<file path="config.mk">
export PLATFORM = sky130hd
export DESIGN_NAME = mdu_dispatch
export DESIGN_NICKNAME = d
export VERILOG_FILES = /design/src/mdu_pkg.sv /design/src/mdu_dispatch.sv
export SDC_FILE = /design/constraint.sdc
export NUM_CORES = 1
export LEC_CHECK = 0
export BUFFER_PORTS_ARGS = -buffer_cell sky130_fd_sc_hd__buf_2
export CELL_PAD_IN_SITES_DETAIL_PLACEMENT = 0
export CELL_PAD_IN_SITES_GLOBAL_PLACEMENT = 1
export CORE_ASPECT_RATIO = 0.9
export CORE_MARGIN = 3
export CORE_UTILIZATION = 35
export DETAILED_ROUTE_END_ITERATION = 6
export PLACE_DENSITY_LB_ADDON = 0.1
export SLEW_MARGIN = 10
export SYNTH_ARGS = -nofsm -noshare
export SYNTH_HDL_FRONTEND = slang
export SYNTH_SLANG_ARGS = --single-unit
export TNS_END_PERCENT = 30
</file>
<file path="constraint.sdc">
create_clock -name i_clk -period 10.35 [get_ports i_clk]
set_clock_uncertainty 0.15 [all_clocks]
set_input_delay 2.07 -clock i_clk [delete_from_list [all_inputs] [get_ports i_clk]]
set_output_delay 2.07 -clock i_clk [all_outputs]
set_load 0.01 [all_outputs]
</file>
<file path="src/mdu_pkg.sv">
`default_nettype none

package mdu_pkg;

  localparam int XLEN      = 32;
  localparam int TAG_W     = 4;
  localparam int NUM_LANES = 4;
  localparam int LANE_W    = 2;         // Lane index, NUM_LANES is a power of two
  localparam int DIV_STEPS = 32;        // One quotient bit per step
  localparam int CNT_W     = 5;         // Holds DIV_STEPS-1
  localparam int PROD_W    = 2 * XLEN;  // Full product width

  // Most negative signed operand
  localparam logic [XLEN-1:0] XLEN_MIN = {1'b1, {(XLEN-1){1'b0}}};

  typedef enum logic [2:0] {
    OP_MUL    = 3'd0,
    OP_MULH   = 3'd1,
    OP_MULHSU = 3'd2,
    OP_MULHU  = 3'd3,
    OP_DIV    = 3'd4,
    OP_DIVU   = 3'd5,
    OP_REM    = 3'd6,
    OP_REMU   = 3'd7
  } mdu_op_e;

  // Upper half of the opcode space goes to the divider
  function automatic logic op_is_div(mdu_op_e op);
    return op[2];
  endfunction

  function automatic logic op_is_signed_div(mdu_op_e op);
    return (op == OP_DIV) || (op == OP_REM);
  endfunction

  function automatic logic op_is_rem(mdu_op_e op);
    return (op == OP_REM) || (op == OP_REMU);
  endfunction

endpackage

`default_nettype wire

</file>
<file path="src/mdu_dispatch.sv">
`timescale 1ns/1ns
`default_nettype none

module mdu_dispatch (
  input  wire                           i_clk,
  input  wire                           i_rst,
  input  wire                           i_valid,
  input  wire [mdu_pkg::XLEN-1:0]       i_rs1,
  input  wire [mdu_pkg::XLEN-1:0]       i_rs2,
  input  var  mdu_pkg::mdu_op_e         i_op,
  input  wire [mdu_pkg::TAG_W-1:0]      i_tag,
  input  wire [mdu_pkg::NUM_LANES-1:0]  i_lane_busy,
  output logic                          o_busy,
  output logic [mdu_pkg::NUM_LANES-1:0] o_lane_start,
  output logic [mdu_pkg::XLEN-1:0]      o_rs1,
  output logic [mdu_pkg::XLEN-1:0]      o_rs2,
  output mdu_pkg::mdu_op_e              o_op,
  output logic [mdu_pkg::TAG_W-1:0]     o_tag
);
  import mdu_pkg::*;

  logic [NUM_LANES-1:0] lane_occupied;
  logic [LANE_W-1:0]    free_idx;
  logic                 accept;

  assign lane_occupied = i_lane_busy | o_lane_start;  // Start in flight holds the lane
  assign o_busy        = &lane_occupied;
  assign accept        = i_valid && !o_busy;

  // Lowest-numbered free lane wins
  always_comb begin
    free_idx = '0;
    for (int k = NUM_LANES - 1; k >= 0; k--) begin
      if (!lane_occupied[k]) begin
        free_idx = LANE_W'(k);
      end
    end
  end

  always_ff @(posedge i_clk) begin
    if (i_rst) begin
      o_lane_start <= '0;
    end else begin
      o_lane_start <= '0;
      if (accept) begin
        o_lane_start[free_idx] <= 1'b1;  // Single-cycle strobe
      end
    end
  end

  always_ff @(posedge i_clk) begin
    if (accept) begin
      o_rs1 <= i_rs1;
      o_rs2 <= i_rs2;
      o_op  <= i_op;
      o_tag <= i_tag;
    end
  end

  a_no_valid_when_busy : assert property (@(posedge i_clk) disable iff (i_rst)
    i_valid |-> !o_busy)
    else $error("request strobe while the cluster is busy");

  a_start_onehot : assert property (@(posedge i_clk) disable iff (i_rst)
    $onehot0(o_lane_start) && ((o_lane_start & i_lane_busy) == '0))
    else $error("lane start not one-hot or sent to a busy lane");

endmodule

`default_nettype wire

</file>
==> results.toml <==
[status]
outcome = "finished clean"

[clock_tree]
cts-root-buf = "clkbuf_8"
cts_resized = 0
clock-sinks = 75
cts_hold_buf = 0
insertion_delay_ns = 0.34
cts-htree-levels = 3
cts_made_buffers = 9
cts_max_path_buffers = 2
post_cts_buffers = 0
tritoncts = "built"
clkTransAtPathRegs_ns = 0.07

[route]
avgViaCountPerCell = 4.18
drc = 0
ant_nets = 0
drtIter0Drc = 63
vias = 1435
wirelength_mm = 4.89
wl_per_cell_um = 14.3
drt_first_pass_iters = 4

[synth]
synthMuxAreaShare_pct = 0
synthAdderAreaFrac_pct = 0
ys.flop_type = "edfxtp_1"
yosysMostFrequentCell = "edfxtp_1"
yosys_warnings = 0
yosys.area_share.simple_pct = 2.99
synth_xor_xnor_area_share_pct = 0
synth_compound_area_share_pct = 0.924
synth_commonest_cells = "71 x edfxtp_1, 4 x dfxtp_1, 4 x nor2_1"
synth_edf_count = 71
synth_area_leaders = "edfxtp_1 93%, dfxtp_1 3.5%, nor2_1 0.65%, nor4b_2 0.65%, nand2b_4 0.60%"
yosysUniqueCellTypes = 10
synth_area_leader_cell = "edfxtp_1"
ys_async_sr_fraction_pct = 0
synth.top_cell.area_share_pct = 92.6
synth_seq_cells = 75
syn_nets = 165
synth_top_family_by_area = "simple AND/OR/NAND/NOR gates"
netlist_area_sq_um = 2300
yosysSeqAreaShare_pct = 96.1
syn_area_per_cell_sq_um = 26.5
synth_cells = 87

[grt]
antenna_found_initial = 0
grt_max_degree = 49
overflow = 0
grt_usage_pct = 13.1
grt_pass1_vias = 1413
grt_pass1_wl_mm = 7.21

[floorplanning]
core_sq_um = 6250
initial_utilization_pct = 36.8
top_level_ports = 154
die_h_um = 82.9
die-area_sq_um = 7590
die_w_um = 91.5
num_rows = 27

[timing]
min_period_over_period_pct = 47.1
finalCriticalPeriod_ns = 4.88
tightest_slew_ns = 0.603
rsz0062_at_grt = "no"
timing.final.max_slew_violations = 0
finalHoldViolCount = 0
setup_tns_ns = 0
relSlewSlack_pct = 59.8
setup_violations = 0
max_freq_mhz = 205

[final_layout]
drive_gt1_share_pct = 66.4
post-route-util_pct = 53.8
antennaDiodeCount = 0
syn_to_final_growth_pct = 46.0
fin_nets = 330
stdcell_area_sq_um = 3360

[critical_path]
regToRegSetupSlack_ns = 8.03
r2r_start = "o_lane_start[0]"
cp.required_ns = 8.13
cp.arrival_ns = 2.66
r2r_end = "o_rs1[22]"
worstSetupPathType = "input pin to primary output"
ff2ff_path_depth = 3
start_kind = "input pin"
cp-end-kind = "primary output"
cp_max_fo = 5

[placed_design]
hpwl_mm = 3.69
dpl_cell_area_sq_um = 3190
place.gp.congestion = 0.705
port_buffers = 153

[pwr]
pwr_density_cell_nw_per_um2 = 181
p_leak_nw = 1.46
power.total_uw = 610
peakVddDrop_mv = 0.0985

[hold_path]
worst_hold_path.num_cells = 1
hold_end = "o_lane_start[0]"
hold_class = "register to register"
min-delay-start = "o_lane_start[0]"

[job]
maxCapViolCount = 0
-- per-layer routing --
metal	up-vias	share of wire (%)	GRT usage [%]
met1	643	35	12.8
li1	677	-	-
met5	-	0	0
met3	11	16	8.97
met4	0	1.9	5.75
met2	104	47	21.1
-- cell type report --
type | instances | area, sq um
Fill cell | 535 | 2890
Sequential cell | 75 | 2210
Timing Repair Buffer | 154 | 773
Clock buffer | 12 | 135
Tap cell | 87 | 109
Multi-Input combinational cell | 12 | 91.3
Clock inverter | 3 | 40.0
-- report_power, final --
group | internal, mW | total [mW] | switching, mW
clock network | 0.110 | 0.204 | 0.0949
registers | 0.352 | 0.356 | 0.00359
logic | 0.0223 | 0.0492 | 0.0269
total | 0.484 | 0.610 | 0.125
-- stage by stage --
| stage | cells | hold WS [ns] | worst slack [ns] |
|---|---|---|---|
| 2_1_floorplan | 87 | 0.337 | 5.65 |
| 3_5_place_dp | 328 | 0.283 | 5.47 |
| 3_3_place_gp | 328 | 0.286 | 5.48 |
| 6_report | 343 | 0.302 | 5.47 |
| 5_1_grt | 343 | 0.327 | 5.44 |
| 4_1_cts | 343 | 0.301 | 5.46 |
-- registers in the layout, summed over array words and instances (netlist names) --
name	count
o_tag	4
o_rs1	32
o_lane_start	4
o_rs2	32
o_op	3
-- worst max path at each step --
stage | start | end | slack [ns] | cells after the start
3_3_place_gp | i_lane_busy[0] | o_busy | 5.48 | 4
2_1_floorplan | i_lane_busy[0] | o_op[0] | 5.65 | 2
4_1_cts | i_lane_busy[0] | o_busy | 5.46 | 4
6_report | i_lane_busy[0] | o_busy | 5.47 | 4
5_1_grt | i_lane_busy[0] | o_busy | 5.44 | 4
3_5_place_dp | i_lane_busy[0] | o_busy | 5.47 | 4
-- critical path: stages --
cell and delay (ns):
buf_2 0.10, nor2_1 0.26, nor3_1 0.08, buf_2 0.15
-- cell families (layout without fill, tap and decap cells) --
family,count (synthesis),after routing
buffers and inverters,0,169
and+or+nand+nor,10,10
DFF,75,75
AOI/OAI and AO/OA,2,2
-- cell usage in the layout (no fill, tap or decap), drive strengths merged --
master and n:
clkbuf 12, clkinv 2, nand2b 1, bufinv 1, nor4b 2, nor4 1
buf 154, o31a 1, edfxtp 71, dfxtp 4, nor2 4, o22ai 1
nor3 2
Power figures use the tool's default switching activity.
