`src/mdu_pkg.sv`:
```
`default_nettype none

package mdu_pkg;

  localparam int XLEN      = 32;
  localparam int TAG_W     = 4;
  localparam int NUM_LANES = 4;
  localparam int LANE_W    = 2;         // Lane index, NUM_LANES is a power of two
  localparam int DIV_STEPS = 32;        // One quotient bit per step
  localparam int CNT_W     = 5;         // Holds DIV_STEPS-1
  localparam int PROD_W    = 2 * XLEN;  // Full product width

  // Most negative signed operand
  localparam logic [XLEN-1:0] XLEN_MIN = {1'b1, {(XLEN-1){1'b0}}};

  typedef enum logic [2:0] {
    OP_MUL    = 3'd0,
    OP_MULH   = 3'd1,
    OP_MULHSU = 3'd2,
    OP_MULHU  = 3'd3,
    OP_DIV    = 3'd4,
    OP_DIVU   = 3'd5,
    OP_REM    = 3'd6,
    OP_REMU   = 3'd7
  } mdu_op_e;

  // Upper half of the opcode space goes to the divider
  function automatic logic op_is_div(mdu_op_e op);
    return op[2];
  endfunction

  function automatic logic op_is_signed_div(mdu_op_e op);
    return (op == OP_DIV) || (op == OP_REM);
  endfunction

  function automatic logic op_is_rem(mdu_op_e op);
    return (op == OP_REM) || (op == OP_REMU);
  endfunction

endpackage

`default_nettype wire

```
`src/mdu_collect.sv`:
```
`timescale 1ns/1ns
`default_nettype none

module mdu_collect (
  input  wire                           i_clk,
  input  wire                           i_rst,
  input  wire [mdu_pkg::NUM_LANES-1:0]  i_lane_done,
  input  wire [mdu_pkg::XLEN-1:0]       i_lane_rd [mdu_pkg::NUM_LANES],
  input  wire [mdu_pkg::TAG_W-1:0]      i_lane_tag [mdu_pkg::NUM_LANES],
  output logic [mdu_pkg::NUM_LANES-1:0] o_lane_taken,
  output logic                          o_valid,
  output logic [mdu_pkg::XLEN-1:0]      o_rd,
  output logic [mdu_pkg::TAG_W-1:0]     o_tag
);
  import mdu_pkg::*;

  logic [LANE_W-1:0] last_q;   // Lane served most recently
  logic [LANE_W-1:0] win_idx;
  logic              win;

  // Walk from farthest to nearest so the lane right after last_q wins
  always_comb begin
    win     = 1'b0;
    win_idx = last_q;
    for (int i = NUM_LANES; i >= 1; i--) begin
      if (i_lane_done[LANE_W'(int'(last_q) + i)]) begin
        win     = 1'b1;
        win_idx = LANE_W'(int'(last_q) + i);  // Wraps modulo NUM_LANES
      end
    end
    o_lane_taken          = '0;
    o_lane_taken[win_idx] = win;
  end

  always_ff @(posedge i_clk) begin
    if (i_rst) begin
      o_valid <= 1'b0;
      last_q  <= LANE_W'(NUM_LANES - 1);  // First search starts at lane 0
    end else begin
      o_valid <= win;
      if (win) begin
        last_q <= win_idx;
      end
    end
  end

  always_ff @(posedge i_clk) begin
    if (win) begin
      o_rd  <= i_lane_rd[win_idx];
      o_tag <= i_lane_tag[win_idx];
    end
  end

  a_taken_onehot : assert property (@(posedge i_clk) disable iff (i_rst)
    $onehot0(o_lane_taken) && ((i_lane_done & $past(o_lane_taken)) == '0))
    else $error("taken strobe not one-hot or lane still done after taken");

endmodule

`default_nettype wire

```
`config.mk`:
```
export PLATFORM = sky130hd
export DESIGN_NAME = mdu_collect
export DESIGN_NICKNAME = d
export VERILOG_FILES = /design/src/mdu_pkg.sv /design/src/mdu_collect.sv
export SDC_FILE = /design/constraint.sdc
export NUM_CORES = 1
export LEC_CHECK = 0
export BUFFER_PORTS_ARGS = -buffer_cell sky130_fd_sc_hd__buf_4
export CORE_UTILIZATION = 43
export DETAILED_ROUTE_END_ITERATION = 8
export GPL_TIMING_DRIVEN = 0
export PLACE_DENSITY_LB_ADDON = 0.08
export RECOVER_POWER = 25
export SLEW_MARGIN = 10
export SYNTH_ARGS = -nofsm -noshare
export SYNTH_HDL_FRONTEND = slang
export SYNTH_SLANG_ARGS = --single-unit
```
`constraint.sdc`:
```
create_clock -name i_clk -period 4.65 [get_ports i_clk]
set_clock_uncertainty 0.1 [all_clocks]
set_input_delay 0.2325 -clock i_clk [delete_from_list [all_inputs] [get_ports i_clk]]
set_output_delay 0.2325 -clock i_clk [all_outputs]
set_load 0.01 [all_outputs]
```
==> impl_metrics.json <==
{
  "syn_avg_cell_area_sq_um": 13.8,
  "finalSetupViolations": 0,
  "rr_worst_depth": 7,
  "areaGrowthSynthToFinish_pct": 59.7,
  "critPathMaxFanout": 38,
  "track_usage": 0.218,
  "wl_per_cell_microns": 15.3,
  "cp.buffers_inverters": 3,
  "route.met3.wl_microns": 588,
  "yosys_warnings": 0,
  "critical-path-max-stage-delay_ns": 0.69,
  "holdWs_ns": 0.00514,
  "slew_headroom": 0.444,
  "wl_mm": 6.87,
  "syn_area_sq_um": 2490,
  "antenna-diode-count": 0,
  "grt_pass1_wl_mm": 10.3,
  "fin_crit_sh": 0.513,
  "top_layer": "met4",
  "netlist_top_cells_area": "edfxtp_1 (43%), mux2i_1 (43%), buf_12 (2.4%)",
  "insertion_delay_ns": 0.28,
  "ir_drop_v": 0.000217,
  "required_ns": 4.32,
  "clkPwrFrac": 0.181,
  "hp-class": "in2reg",
  "final_max_slew_viol_count": 0,
  "num-fill-cells": 449,
  "wl_met2_mm": 3.82,
  "cts_sinks": 39,
  "synth_top_area_share": 0.434,
  "boundaryPins": 191,
  "grt_pass1_vias": 2279,
  "p_comb_frac": 0.405,
  "antenna_found_initial": 0,
  "die_w_microns": 78.1,
  "yosysUniqueCellTypes": 21,
  "synth-xor-area-share": 0,
  "syn_inst": 180,
  "finalCriticalPeriod_ns": 2.38,
  "hold_viol_final": 0,
  "dpl_cell_area_sq_um": 4010,
  "crit_cells": 5,
  "start_util": 0.450,
  "timing.rr.end": "o_rd[16]$_DFFE_PP_",
  "synth_top_family_by_area": "multiplexers",
  "root_buffer": "clkbuf_8",
  "startpoint": "i_lane_done[3]",
  "cts_tree": "yes",
  "swShare": 0.293,
  "place_congestion": 0.678,
  "synth-adder-area-share": 0,
  "antenna_left": 0,
  "internal_power_w": 0.000831,
  "dp_hpwl_mm": 5.46,
  "grt_start_max_net_pins": 39,
  "syn_nets": 330,
  "htree_levels": 2,
  "synth-simple-area-share": 0.0271,
  "drt_iter0_drc": 45,
  "die_h_microns": 78.1,
  "firstDrtPassIters": 4,
  "power.leakage_nw": 1.99,
  "synth_commonest_cells": "mux2i_1 (108), edfxtp_1 (36), buf_4 (4), nand2b_1 (4)",
  "post-place-cells": 442,
  "ys.flop_type": "edfxtp_1",
  "rsz0062_at_grt": "no",
  "crit_type": "in2out",
  "numPortBuffers": 190,
  "cts_setup_buffers": 0,
  "ys_ff_latch": 39,
  "synthArstFlopShare": 0,
  "status": "finished, final reports clean",
  "finalSetupTns_ns": 0,
  "clock_path_buffers": 2,
  "yosysSeqAreaShare": 0.458,
  "num_vias": 2245,
  "grt_overflow": 0,
  "stdcell_count": 450,
  "post_cts_resized": 0,
  "synth_mux_area_frac": 0.443,
  "cp_slowest_cell": "nor4_1",
  "final_cell_area_sq_um": 3980,
  "fmaxAchievable_mhz": 419,
  "synth_compound_area_frac": 0.0151,
  "nNetsFinal": 527,
  "p_sw_w": 0.000345,
  "clkTransAtPathRegs_ns": 0.08,
  "synth_top_area_cell": "edfxtp_1",
  "cp_data_arrival_time_ns": 2.05,
  "wl_met1_mm": 2.31,
  "cap_viol_max_count": 0,
  "p_per_area_nw_per_um2": 295,
  "drive_gt1_frac": 0.481,
  "hold_buffers": 0,
  "rrSetupSlack_ns": 2.74,
  "path_cells": "clkbuf_1, nor4_1, inv_2, and3_1, buf_4",
  "worstMarginPinSlew_ns": 0.833,
  "pwr-share-seq": 0.414,
  "cts_buffers": 5,
  "end_kind": "output pin",
  "reg2reg_from": "last_q[0]$_SDFFE_PP1P_",
  "num_rows": 27,
  "endpoint": "o_lane_taken[0]",
  "final_core_util": 0.718,
  "cpLargestDelayFamily": "simple AND/OR/NAND/NOR gates",
  "die_area_sq_um": 6110,
  "synth.most_common_cell": "mux2i_1",
  "core-area_sq_um": 5540,
  "viasPerCell": 4.99,
  "synth_edf_count": 36,
  "drc": 0,
  "crit_path_start_kind": "primary input"
}
per-stage QoR:
step / setup slack (ns) / power (W)
3_3_place_gp: 1.96 / 0.00100
3_5_place_dp: 2.25 / 0.00102
5_1_grt: 2.10 / 0.00123
2_1_floorplan: 2.68 / 0.000768
4_1_cts: 2.25 / 0.00123
6_report: 2.27 / 0.00118
sequential cells by signal (all words and copies together), names as in the netlist:
signal	flops
o_rd	32
o_tag	4
o_valid	1
last_q	2
worst min path at each step:
| stage | cells past startpoint | startpoint | end |
|---|---|---|---|
| final | 2 | i_rst | o_valid$_SDFF_PP0_ |
| after global routing | 2 | i_rst | o_valid$_SDFF_PP0_ |
| after CTS | 2 | i_rst | o_valid$_SDFF_PP0_ |
| after detailed placement | 2 | i_rst | o_valid$_SDFF_PP0_ |
| after global placement | 2 | i_rst | o_valid$_SDFF_PP0_ |
| after floorplan | 1 | i_rst | o_valid$_SDFF_PP0_ |
worst reg2reg max path, cell delays in order (launching register included):
cell and delay, ns:
dfxtp_1 0.33, nand2b_1 0.16, o21a_1 0.14, mux2i_4 0.18, buf_6 0.23, buf_12 0.17, mux2i_1 0.25, mux2i_1 0.10
logic make-up after synthesis:
kind of cell,count (synthesis)
compound gates,5
flops,39
simple gates,12
buf+inv,15
mux,109
area by class of cell:
cell class                      instances  area [sq um]  area share
Timing Repair Buffer                  190          1320       0.331
Multi-Input combinational cell        126          1210       0.304
Sequential cell                        39          1140       0.287
Buffer                                 12           131      0.0330
Tap cell                               72          90.1      0.0226
Clock buffer                            6          72.6      0.0182
Inverter                                3          11.3     0.00283
Clock inverter                          2          7.51     0.00189
placed cells by master, fill, tap and decap left out, types with 2 or more instances in the layout:
cell type	instances
buf_2	3
dfxtp_1	3
clkbuf_1	30
clkbuf_8	5
mux2i_1	108
o21ai_1	2
inv_2	2
buf_4	165
and3_1	2
nor2_1	2
nor3_1	2
nand2b_1	4
clkinv_1	2
edfxtp_1	36
buf_12	3
metal layers:
| metal | track usage | up-vias |
|---|---|---|
| met2 | 0.425 | 109 |
| met1 | 0.215 | 1034 |
| li1 | - | 1087 |
| met4 | 0.0778 | 0 |
| met3 | 0.0663 | 15 |
| met5 | 0 | - |
power by group through the flow:
stage                     Clock (W)  Sequential (W)  Combinational (W)
after floorplan                   0        0.000533           0.000235
after global placement            0        0.000493           0.000511
after detailed placement          0        0.000497           0.000521
after CTS                  0.000219        0.000489           0.000522
after global routing       0.000230        0.000494           0.000511
final                      0.000213        0.000487           0.000476
(Power assumes the default switching activity.)
