==> src/mdu_pkg.sv <==
`default_nettype none

package mdu_pkg;

  localparam int XLEN      = 32;
  localparam int TAG_W     = 4;
  localparam int NUM_LANES = 4;
  localparam int LANE_W    = 2;         // Lane index, NUM_LANES is a power of two
  localparam int DIV_STEPS = 32;        // One quotient bit per step
  localparam int CNT_W     = 5;         // Holds DIV_STEPS-1
  localparam int PROD_W    = 2 * XLEN;  // Full product width

  // Most negative signed operand
  localparam logic [XLEN-1:0] XLEN_MIN = {1'b1, {(XLEN-1){1'b0}}};

  typedef enum logic [2:0] {
    OP_MUL    = 3'd0,
    OP_MULH   = 3'd1,
    OP_MULHSU = 3'd2,
    OP_MULHU  = 3'd3,
    OP_DIV    = 3'd4,
    OP_DIVU   = 3'd5,
    OP_REM    = 3'd6,
    OP_REMU   = 3'd7
  } mdu_op_e;

  // Upper half of the opcode space goes to the divider
  function automatic logic op_is_div(mdu_op_e op);
    return op[2];
  endfunction

  function automatic logic op_is_signed_div(mdu_op_e op);
    return (op == OP_DIV) || (op == OP_REM);
  endfunction

  function automatic logic op_is_rem(mdu_op_e op);
    return (op == OP_REM) || (op == OP_REMU);
  endfunction

endpackage

`default_nettype wire

==> src/mdu_divider.sv <==
`timescale 1ns/1ns
`default_nettype none

module mdu_divider (
  input  wire                      i_clk,
  input  wire                      i_rst,
  input  wire                      i_start,
  input  wire [mdu_pkg::XLEN-1:0]  i_rs1,
  input  wire [mdu_pkg::XLEN-1:0]  i_rs2,
  input  var  mdu_pkg::mdu_op_e    i_op,
  output logic                     o_done,
  output logic [mdu_pkg::XLEN-1:0] o_quot,
  output logic [mdu_pkg::XLEN-1:0] o_rem
);
  import mdu_pkg::*;

  typedef enum logic [1:0] {
    ST_IDLE,
    ST_RUN,
    ST_FIX
  } div_state_e;

  div_state_e       state;
  logic [CNT_W-1:0] cnt;
  logic [XLEN-1:0]  part_rem;
  logic [XLEN-1:0]  quot;      // Dividend shifts out as quotient bits shift in
  logic [XLEN-1:0]  divisor;
  logic [XLEN-1:0]  dividend;  // Raw rs1 for the corner cases
  logic             neg_quot;
  logic             neg_rem;
  logic             div_zero;
  logic             overflow;
  logic             sgn;
  logic [XLEN:0]    shifted;
  logic [XLEN:0]    trial;

  assign sgn     = op_is_signed_div(i_op);
  assign shifted = {part_rem, quot[XLEN-1]};
  assign trial   = shifted - {1'b0, divisor};  // MSB set means divisor does not fit

  always_ff @(posedge i_clk) begin
    if (i_rst) begin
      state  <= ST_IDLE;
      cnt    <= '0;
      o_done <= 1'b0;
    end else begin
      o_done <= 1'b0;
      case (state)
        ST_IDLE: begin
          if (i_start) begin
            state <= ST_RUN;
            cnt   <= CNT_W'(DIV_STEPS - 1);
          end
        end
        ST_RUN: begin
          if (cnt == '0) begin
            state <= ST_FIX;
          end else begin
            cnt <= cnt - 1'b1;
          end
        end
        ST_FIX: begin
          state  <= ST_IDLE;
          o_done <= 1'b1;
        end
        default: state <= ST_IDLE;
      endcase
    end
  end

  always_ff @(posedge i_clk) begin
    case (state)
      ST_IDLE: begin
        if (i_start) begin
          part_rem <= '0;
          quot     <= (sgn && i_rs1[XLEN-1]) ? -i_rs1 : i_rs1;  // Magnitudes
          divisor  <= (sgn && i_rs2[XLEN-1]) ? -i_rs2 : i_rs2;
          dividend <= i_rs1;
          neg_quot <= sgn && (i_rs1[XLEN-1] ^ i_rs2[XLEN-1]);
          neg_rem  <= sgn && i_rs1[XLEN-1];
          div_zero <= (i_rs2 == '0);
          overflow <= sgn && (i_rs1 == XLEN_MIN) && (i_rs2 == '1);
        end
      end
      ST_RUN: begin
        if (trial[XLEN]) begin
          part_rem <= shifted[XLEN-1:0];
          quot     <= {quot[XLEN-2:0], 1'b0};
        end else begin
          part_rem <= trial[XLEN-1:0];
          quot     <= {quot[XLEN-2:0], 1'b1};
        end
      end
      ST_FIX: begin
        if (div_zero) begin
          o_quot <= '1;
          o_rem  <= dividend;
        end else if (overflow) begin
          o_quot <= dividend;
          o_rem  <= '0;
        end else begin
          o_quot <= neg_quot ? -quot : quot;
          o_rem  <= neg_rem ? -part_rem : part_rem;  // Remainder follows dividend
        end
      end
      default: begin
      end
    endcase
  end

  a_start_in_idle : assert property (@(posedge i_clk) disable iff (i_rst)
    i_start |-> state == ST_IDLE)
    else $error("divider started while running");

endmodule

`default_nettype wire

==> src/mdu_lane.sv <==
`timescale 1ns/1ns
`default_nettype none

module mdu_lane (
  input  wire                      i_clk,
  input  wire                      i_rst,
  input  wire                      i_start,
  input  wire [mdu_pkg::XLEN-1:0]  i_rs1,
  input  wire [mdu_pkg::XLEN-1:0]  i_rs2,
  input  var  mdu_pkg::mdu_op_e    i_op,
  input  wire [mdu_pkg::TAG_W-1:0] i_tag,
  input  wire                      i_taken,
  output logic                     o_busy,
  output logic                     o_done,
  output logic [mdu_pkg::XLEN-1:0] o_rd,
  output logic [mdu_pkg::TAG_W-1:0] o_tag
);
  import mdu_pkg::*;

  typedef enum logic [1:0] {
    ST_IDLE,
    ST_MUL,
    ST_DIV,
    ST_DONE
  } lane_state_e;

  lane_state_e              state;
  logic [XLEN-1:0]          rs1_q;
  logic [XLEN-1:0]          rs2_q;
  mdu_op_e                  op_q;
  logic                     div_start;
  logic                     div_done;
  logic [XLEN-1:0]          div_quot;
  logic [XLEN-1:0]          div_rem;
  logic signed [XLEN:0]     mul_a;
  logic signed [XLEN:0]     mul_b;
  logic signed [PROD_W+1:0] product;

  assign mul_a   = {(op_q != OP_MULHU) && rs1_q[XLEN-1], rs1_q};  // Low half ignores signs
  assign mul_b   = {(op_q == OP_MULH) && rs2_q[XLEN-1], rs2_q};
  assign product = mul_a * mul_b;

  assign o_busy = (state != ST_IDLE);
  assign o_done = (state == ST_DONE);

  always_ff @(posedge i_clk) begin
    if (i_rst) begin
      state     <= ST_IDLE;
      div_start <= 1'b0;
    end else begin
      div_start <= 1'b0;
      case (state)
        ST_IDLE: begin
          if (i_start) begin
            state     <= op_is_div(i_op) ? ST_DIV : ST_MUL;
            div_start <= op_is_div(i_op);  // Divider sees operands a cycle later
          end
        end
        ST_MUL: state <= ST_DONE;
        ST_DIV: begin
          if (div_done) begin
            state <= ST_DONE;
          end
        end
        ST_DONE: begin
          if (i_taken) begin
            state <= ST_IDLE;
          end
        end
        default: state <= ST_IDLE;
      endcase
    end
  end

  always_ff @(posedge i_clk) begin
    if (state == ST_IDLE && i_start) begin
      rs1_q <= i_rs1;
      rs2_q <= i_rs2;
      op_q  <= i_op;
      o_tag <= i_tag;
    end
    if (state == ST_MUL) begin
      o_rd <= (op_q == OP_MUL) ? product[XLEN-1:0] : product[PROD_W-1:XLEN];
    end else if (state == ST_DIV && div_done) begin
      o_rd <= op_is_rem(op_q) ? div_rem : div_quot;
    end
  end

  mdu_divider divider_inst (
    .i_clk   (i_clk),
    .i_rst   (i_rst),
    .i_start (div_start),
    .i_rs1   (rs1_q),
    .i_rs2   (rs2_q),
    .i_op    (op_q),
    .o_done  (div_done),
    .o_quot  (div_quot),
    .o_rem   (div_rem)
  );

  a_taken_in_done : assert property (@(posedge i_clk) disable iff (i_rst)
    i_taken |-> state == ST_DONE)
    else $error("lane result taken while not done");

endmodule

`default_nettype wire

==> config.mk <==
export PLATFORM = sky130hd
export DESIGN_NAME = mdu_lane
export DESIGN_NICKNAME = d
export VERILOG_FILES = /design/src/mdu_pkg.sv /design/src/mdu_divider.sv /design/src/mdu_lane.sv
export SDC_FILE = /design/constraint.sdc
export NUM_CORES = 2
export LEC_CHECK = 0
export ABC_AREA = 1
export BUFFER_PORTS_ARGS = -buffer_cell sky130_fd_sc_hd__buf_2
export CORE_MARGIN = 5
export CORE_UTILIZATION = 60
export CTS_CLUSTER_DIAMETER = 120
export DETAILED_ROUTE_END_ITERATION = 12
export GPL_TIMING_DRIVEN = 0
export HOLD_SLACK_MARGIN = 0.02
export PLACE_DENSITY = 0.77
export SYNTH_ARGS = -nofsm -noshare
export SYNTH_HDL_FRONTEND = slang
export SYNTH_HIERARCHICAL = 1
export SYNTH_SLANG_ARGS = --single-unit
==> constraint.sdc <==
create_clock -name i_clk -period 10.9 [get_ports i_clk]
set_input_delay 2.18 -clock i_clk [delete_from_list [all_inputs] [get_ports i_clk]]
set_output_delay 2.18 -clock i_clk [all_outputs]
set_load 0.01 [all_outputs]
==> results.toml <==
[run_status]
run_status = "finished with violations"
violations = "max-capacitance violations"

[die]
coreArea_sq_um = 97000
die_w_um = 323
fp.dieArea_sq_um = 104000
ios = 113
rows = 114
die_y_um = 323
start_util = 0.606

[grt]
met3_usage = 0.191
grt_max_degree = 65
grt_first_pass_wirelength_mm = 347
grtUsageMet1 = 0.585
overflow = 0
first_global_vias = 52784
antenna_found_initial = 13
top_usage_layer = "met2"
use_met2 = 0.669
track_usage = 0.468

[logic_synthesis]
synth_compound_gate_area_share = 0.0459
synthTopCellsByCount = "2054 x nand2_1, 1922 x inv_1, 1126 x fa_1"
synth_edf_count = 299
synth_top_family_by_area = "adder cells"
syn-instance-count = 7444
yosysWarnings = 6
synth_fa_ha_area_frac = 0.438
synth_top_area_share = 0.384
synth_area_sq_um = 58700
synth_cell_types = 59
yosysTopAreaCell = "fa_1"
synthMuxAreaShare = 0
ys.flop_type = "edfxtp_1"
yosys.cell_count.top_type = "nand2_1"
synth_area_per_cell_sq_um = 7.89
async_reset_ff_frac = 0
ys_seq_area_frac = 0.157
synthXorXnorAreaFrac = 0.00939
synth_area_leaders = "fa_1 38%, edfxtp_1 15%, nand2_1 13%, inv_1 12%, ha_1 5.5%"
synth-simple-area-share = 0.205
synth_seq_cells = 310
synth_nets = 8901

[route]
drtAntennaViolNets = 0
dr.pass1.iters = 9
viasPerCell = 5.88
drt_iter0_drc = 6946
drc = 0
routed_wl_mm = 241
vias = 52345
wl_per_cell_um = 27.1

[setup_path]
endpoint_kind = "register"
worst_path_most_repeated_cell = "fa_1"
slowest_stage = "fa_1"
path_class = "reg2reg"
max_stage_delay_ns = 0.84
required_ns = 11.25
crit_path_start_kind = "register"
cp_max_fo = 10
worst_ep_arrival_time_ns = 11.06

[sta]
max_freq_mhz = 93.3
worstMarginPinSlew_ns = 1.49
min_period_ns = 10.72
finalSetupViolCount = 0
hold_violations = 0
finalClockSkew_ns = 0.0380
rsz0062_at_grt = "false"
final-max-slew-violation-count = 0
fin_crit_sh = 0.983
fin_setup_tns_ns = 0
slew_headroom = 0.00609

[clock_tree]
clock_latency_ns = 0.61
numCtsBuffers = 28
clock_path_buffers = 3
cts_tree = "yes"
clk_pin_slew_ns = 0.07
clock-root-buffer = "clkbuf_16"
cts_num_sinks = 310
cts_setup_buffers = 0
htree_levels = 1

[place]
portBuffers = 112
dp_hpwl_mm = 199
finalWeightedCongestion = 1.12

[hold_path]
hp-class = "reg2reg"

[layout]
drive_above_1_share = 0.0402
syn_to_final_growth_pct = 5.56
final_nets = 9048

[flow_run]
maxCapViolCount = 1
[registers in the layout, indices dropped and copies added (netlist names), 32 cells and up]
signal	cells
divider_inst/part_rem	32
rs2_q	32
divider_inst/dividend	32
divider_inst/o_rem	32
divider_inst/quot	32
divider_inst/o_quot	32
divider_inst/divisor	32
o_rd	32
rs1_q	32
[critical path: cells and delay by family, from the launching register on]
kind	cells	cell delay, ns
adders and majority gates	9	5.11
AOI/OAI and AO/OA	5	1.92
and+or+nand+nor	8	0.98
DFF	1	0.61
buffers and inverters	7	1.83
[final timing paths]
check | endpoint | cells after the start | from | slack [ns]
setup / recovery | o_rd[31] | 29 | rs1_q[31] | 0.18
hold / removal | divider_inst/cnt[4] | 2 | divider_inst/cnt[4] | 0.48
setup reg to reg | o_rd[31] | 29 | rs1_q[31] | 0.18
hold reg to reg | divider_inst/cnt[4] | 2 | divider_inst/cnt[4] | 0.48
[final cells by class]
type	instances	area, sq um
diodes	12	30.0
plain buffers	308	1240
clock buffers	33	719
clock inverters	19	233
fillers	8660	35000
inverters	1940	7280
multi-input cells	4886	41000
flip-flops and latches	310	9200
well taps	1276	1600
repair buffers	117	661
[logic make-up after synthesis]
group | Yosys count
XOR/XNOR | 63
AND/OR/NAND/NOR | 2946
AO/OA/AOI/OAI | 495
buffers and inverters | 2248
flip-flops | 310
adder cells (fa/ha/maj) | 1382
[timing repair]
item / in CTS / in global routing
hold buffers: 0 / 0
endpoints found under the hold margin: 0 / 0
resized for setup: 0 / 1
setup endpoints to repair: 0 / 1
[through the flow]
step                utilization  hold WS (ns)  cells  setup slack, ns  area, sq um
detailed placement        0.629         0.469   8837            0.174        61000
global placement          0.628         0.465   8832            0.222        60900
global route              0.639         0.522   8890           0.0255        62000
finish                    0.639         0.479   8901            0.184        62000
floorplan                     -         0.442   7444             3.30        58700
CTS                       0.639         0.481   8889            0.179        62000
[placed cells by master, fill, tap and decap left out, types with 7 or more instances in the layout]
cell,netlist,final
a21o_1,7,7
a21oi_1,185,184
a21oi_2,6,7
a31oi_1,22,22
buf_1,9,9
buf_2,14,126
clkbuf_1,277,282
clkbuf_16,0,28
clkinv_1,5,10
dfxtp_1,11,11
diode_2,0,12
edfxtp_1,299,299
fa_1,1126,1126
ha_1,256,256
inv_1,1922,1921
inv_2,12,13
nand2_1,2054,2053
nand2_2,19,19
nand2_4,7,8
nand3_1,263,263
nand3_2,9,9
nand3b_1,9,9
nand4_1,48,48
nor2_1,421,419
nor2_2,33,33
nor3_1,37,37
nor4_1,7,7
o21ai_0,204,204
o21ai_1,26,26
o21bai_1,18,18
or2_2,16,16
xnor2_1,11,11
xor2_1,52,52
[metal layers]
metal | part of all wire | up-vias
met2 | 0.41 | 3887
met3 | 0.15 | 1068
met4 | 0.092 | 8
met1 | 0.35 | 25298
met5 | 0.00071 | -
li1 | - | 22084
Power is not shown: default switching activity piles up to over one toggle a cycle in this logic, so the estimate is an artifact.
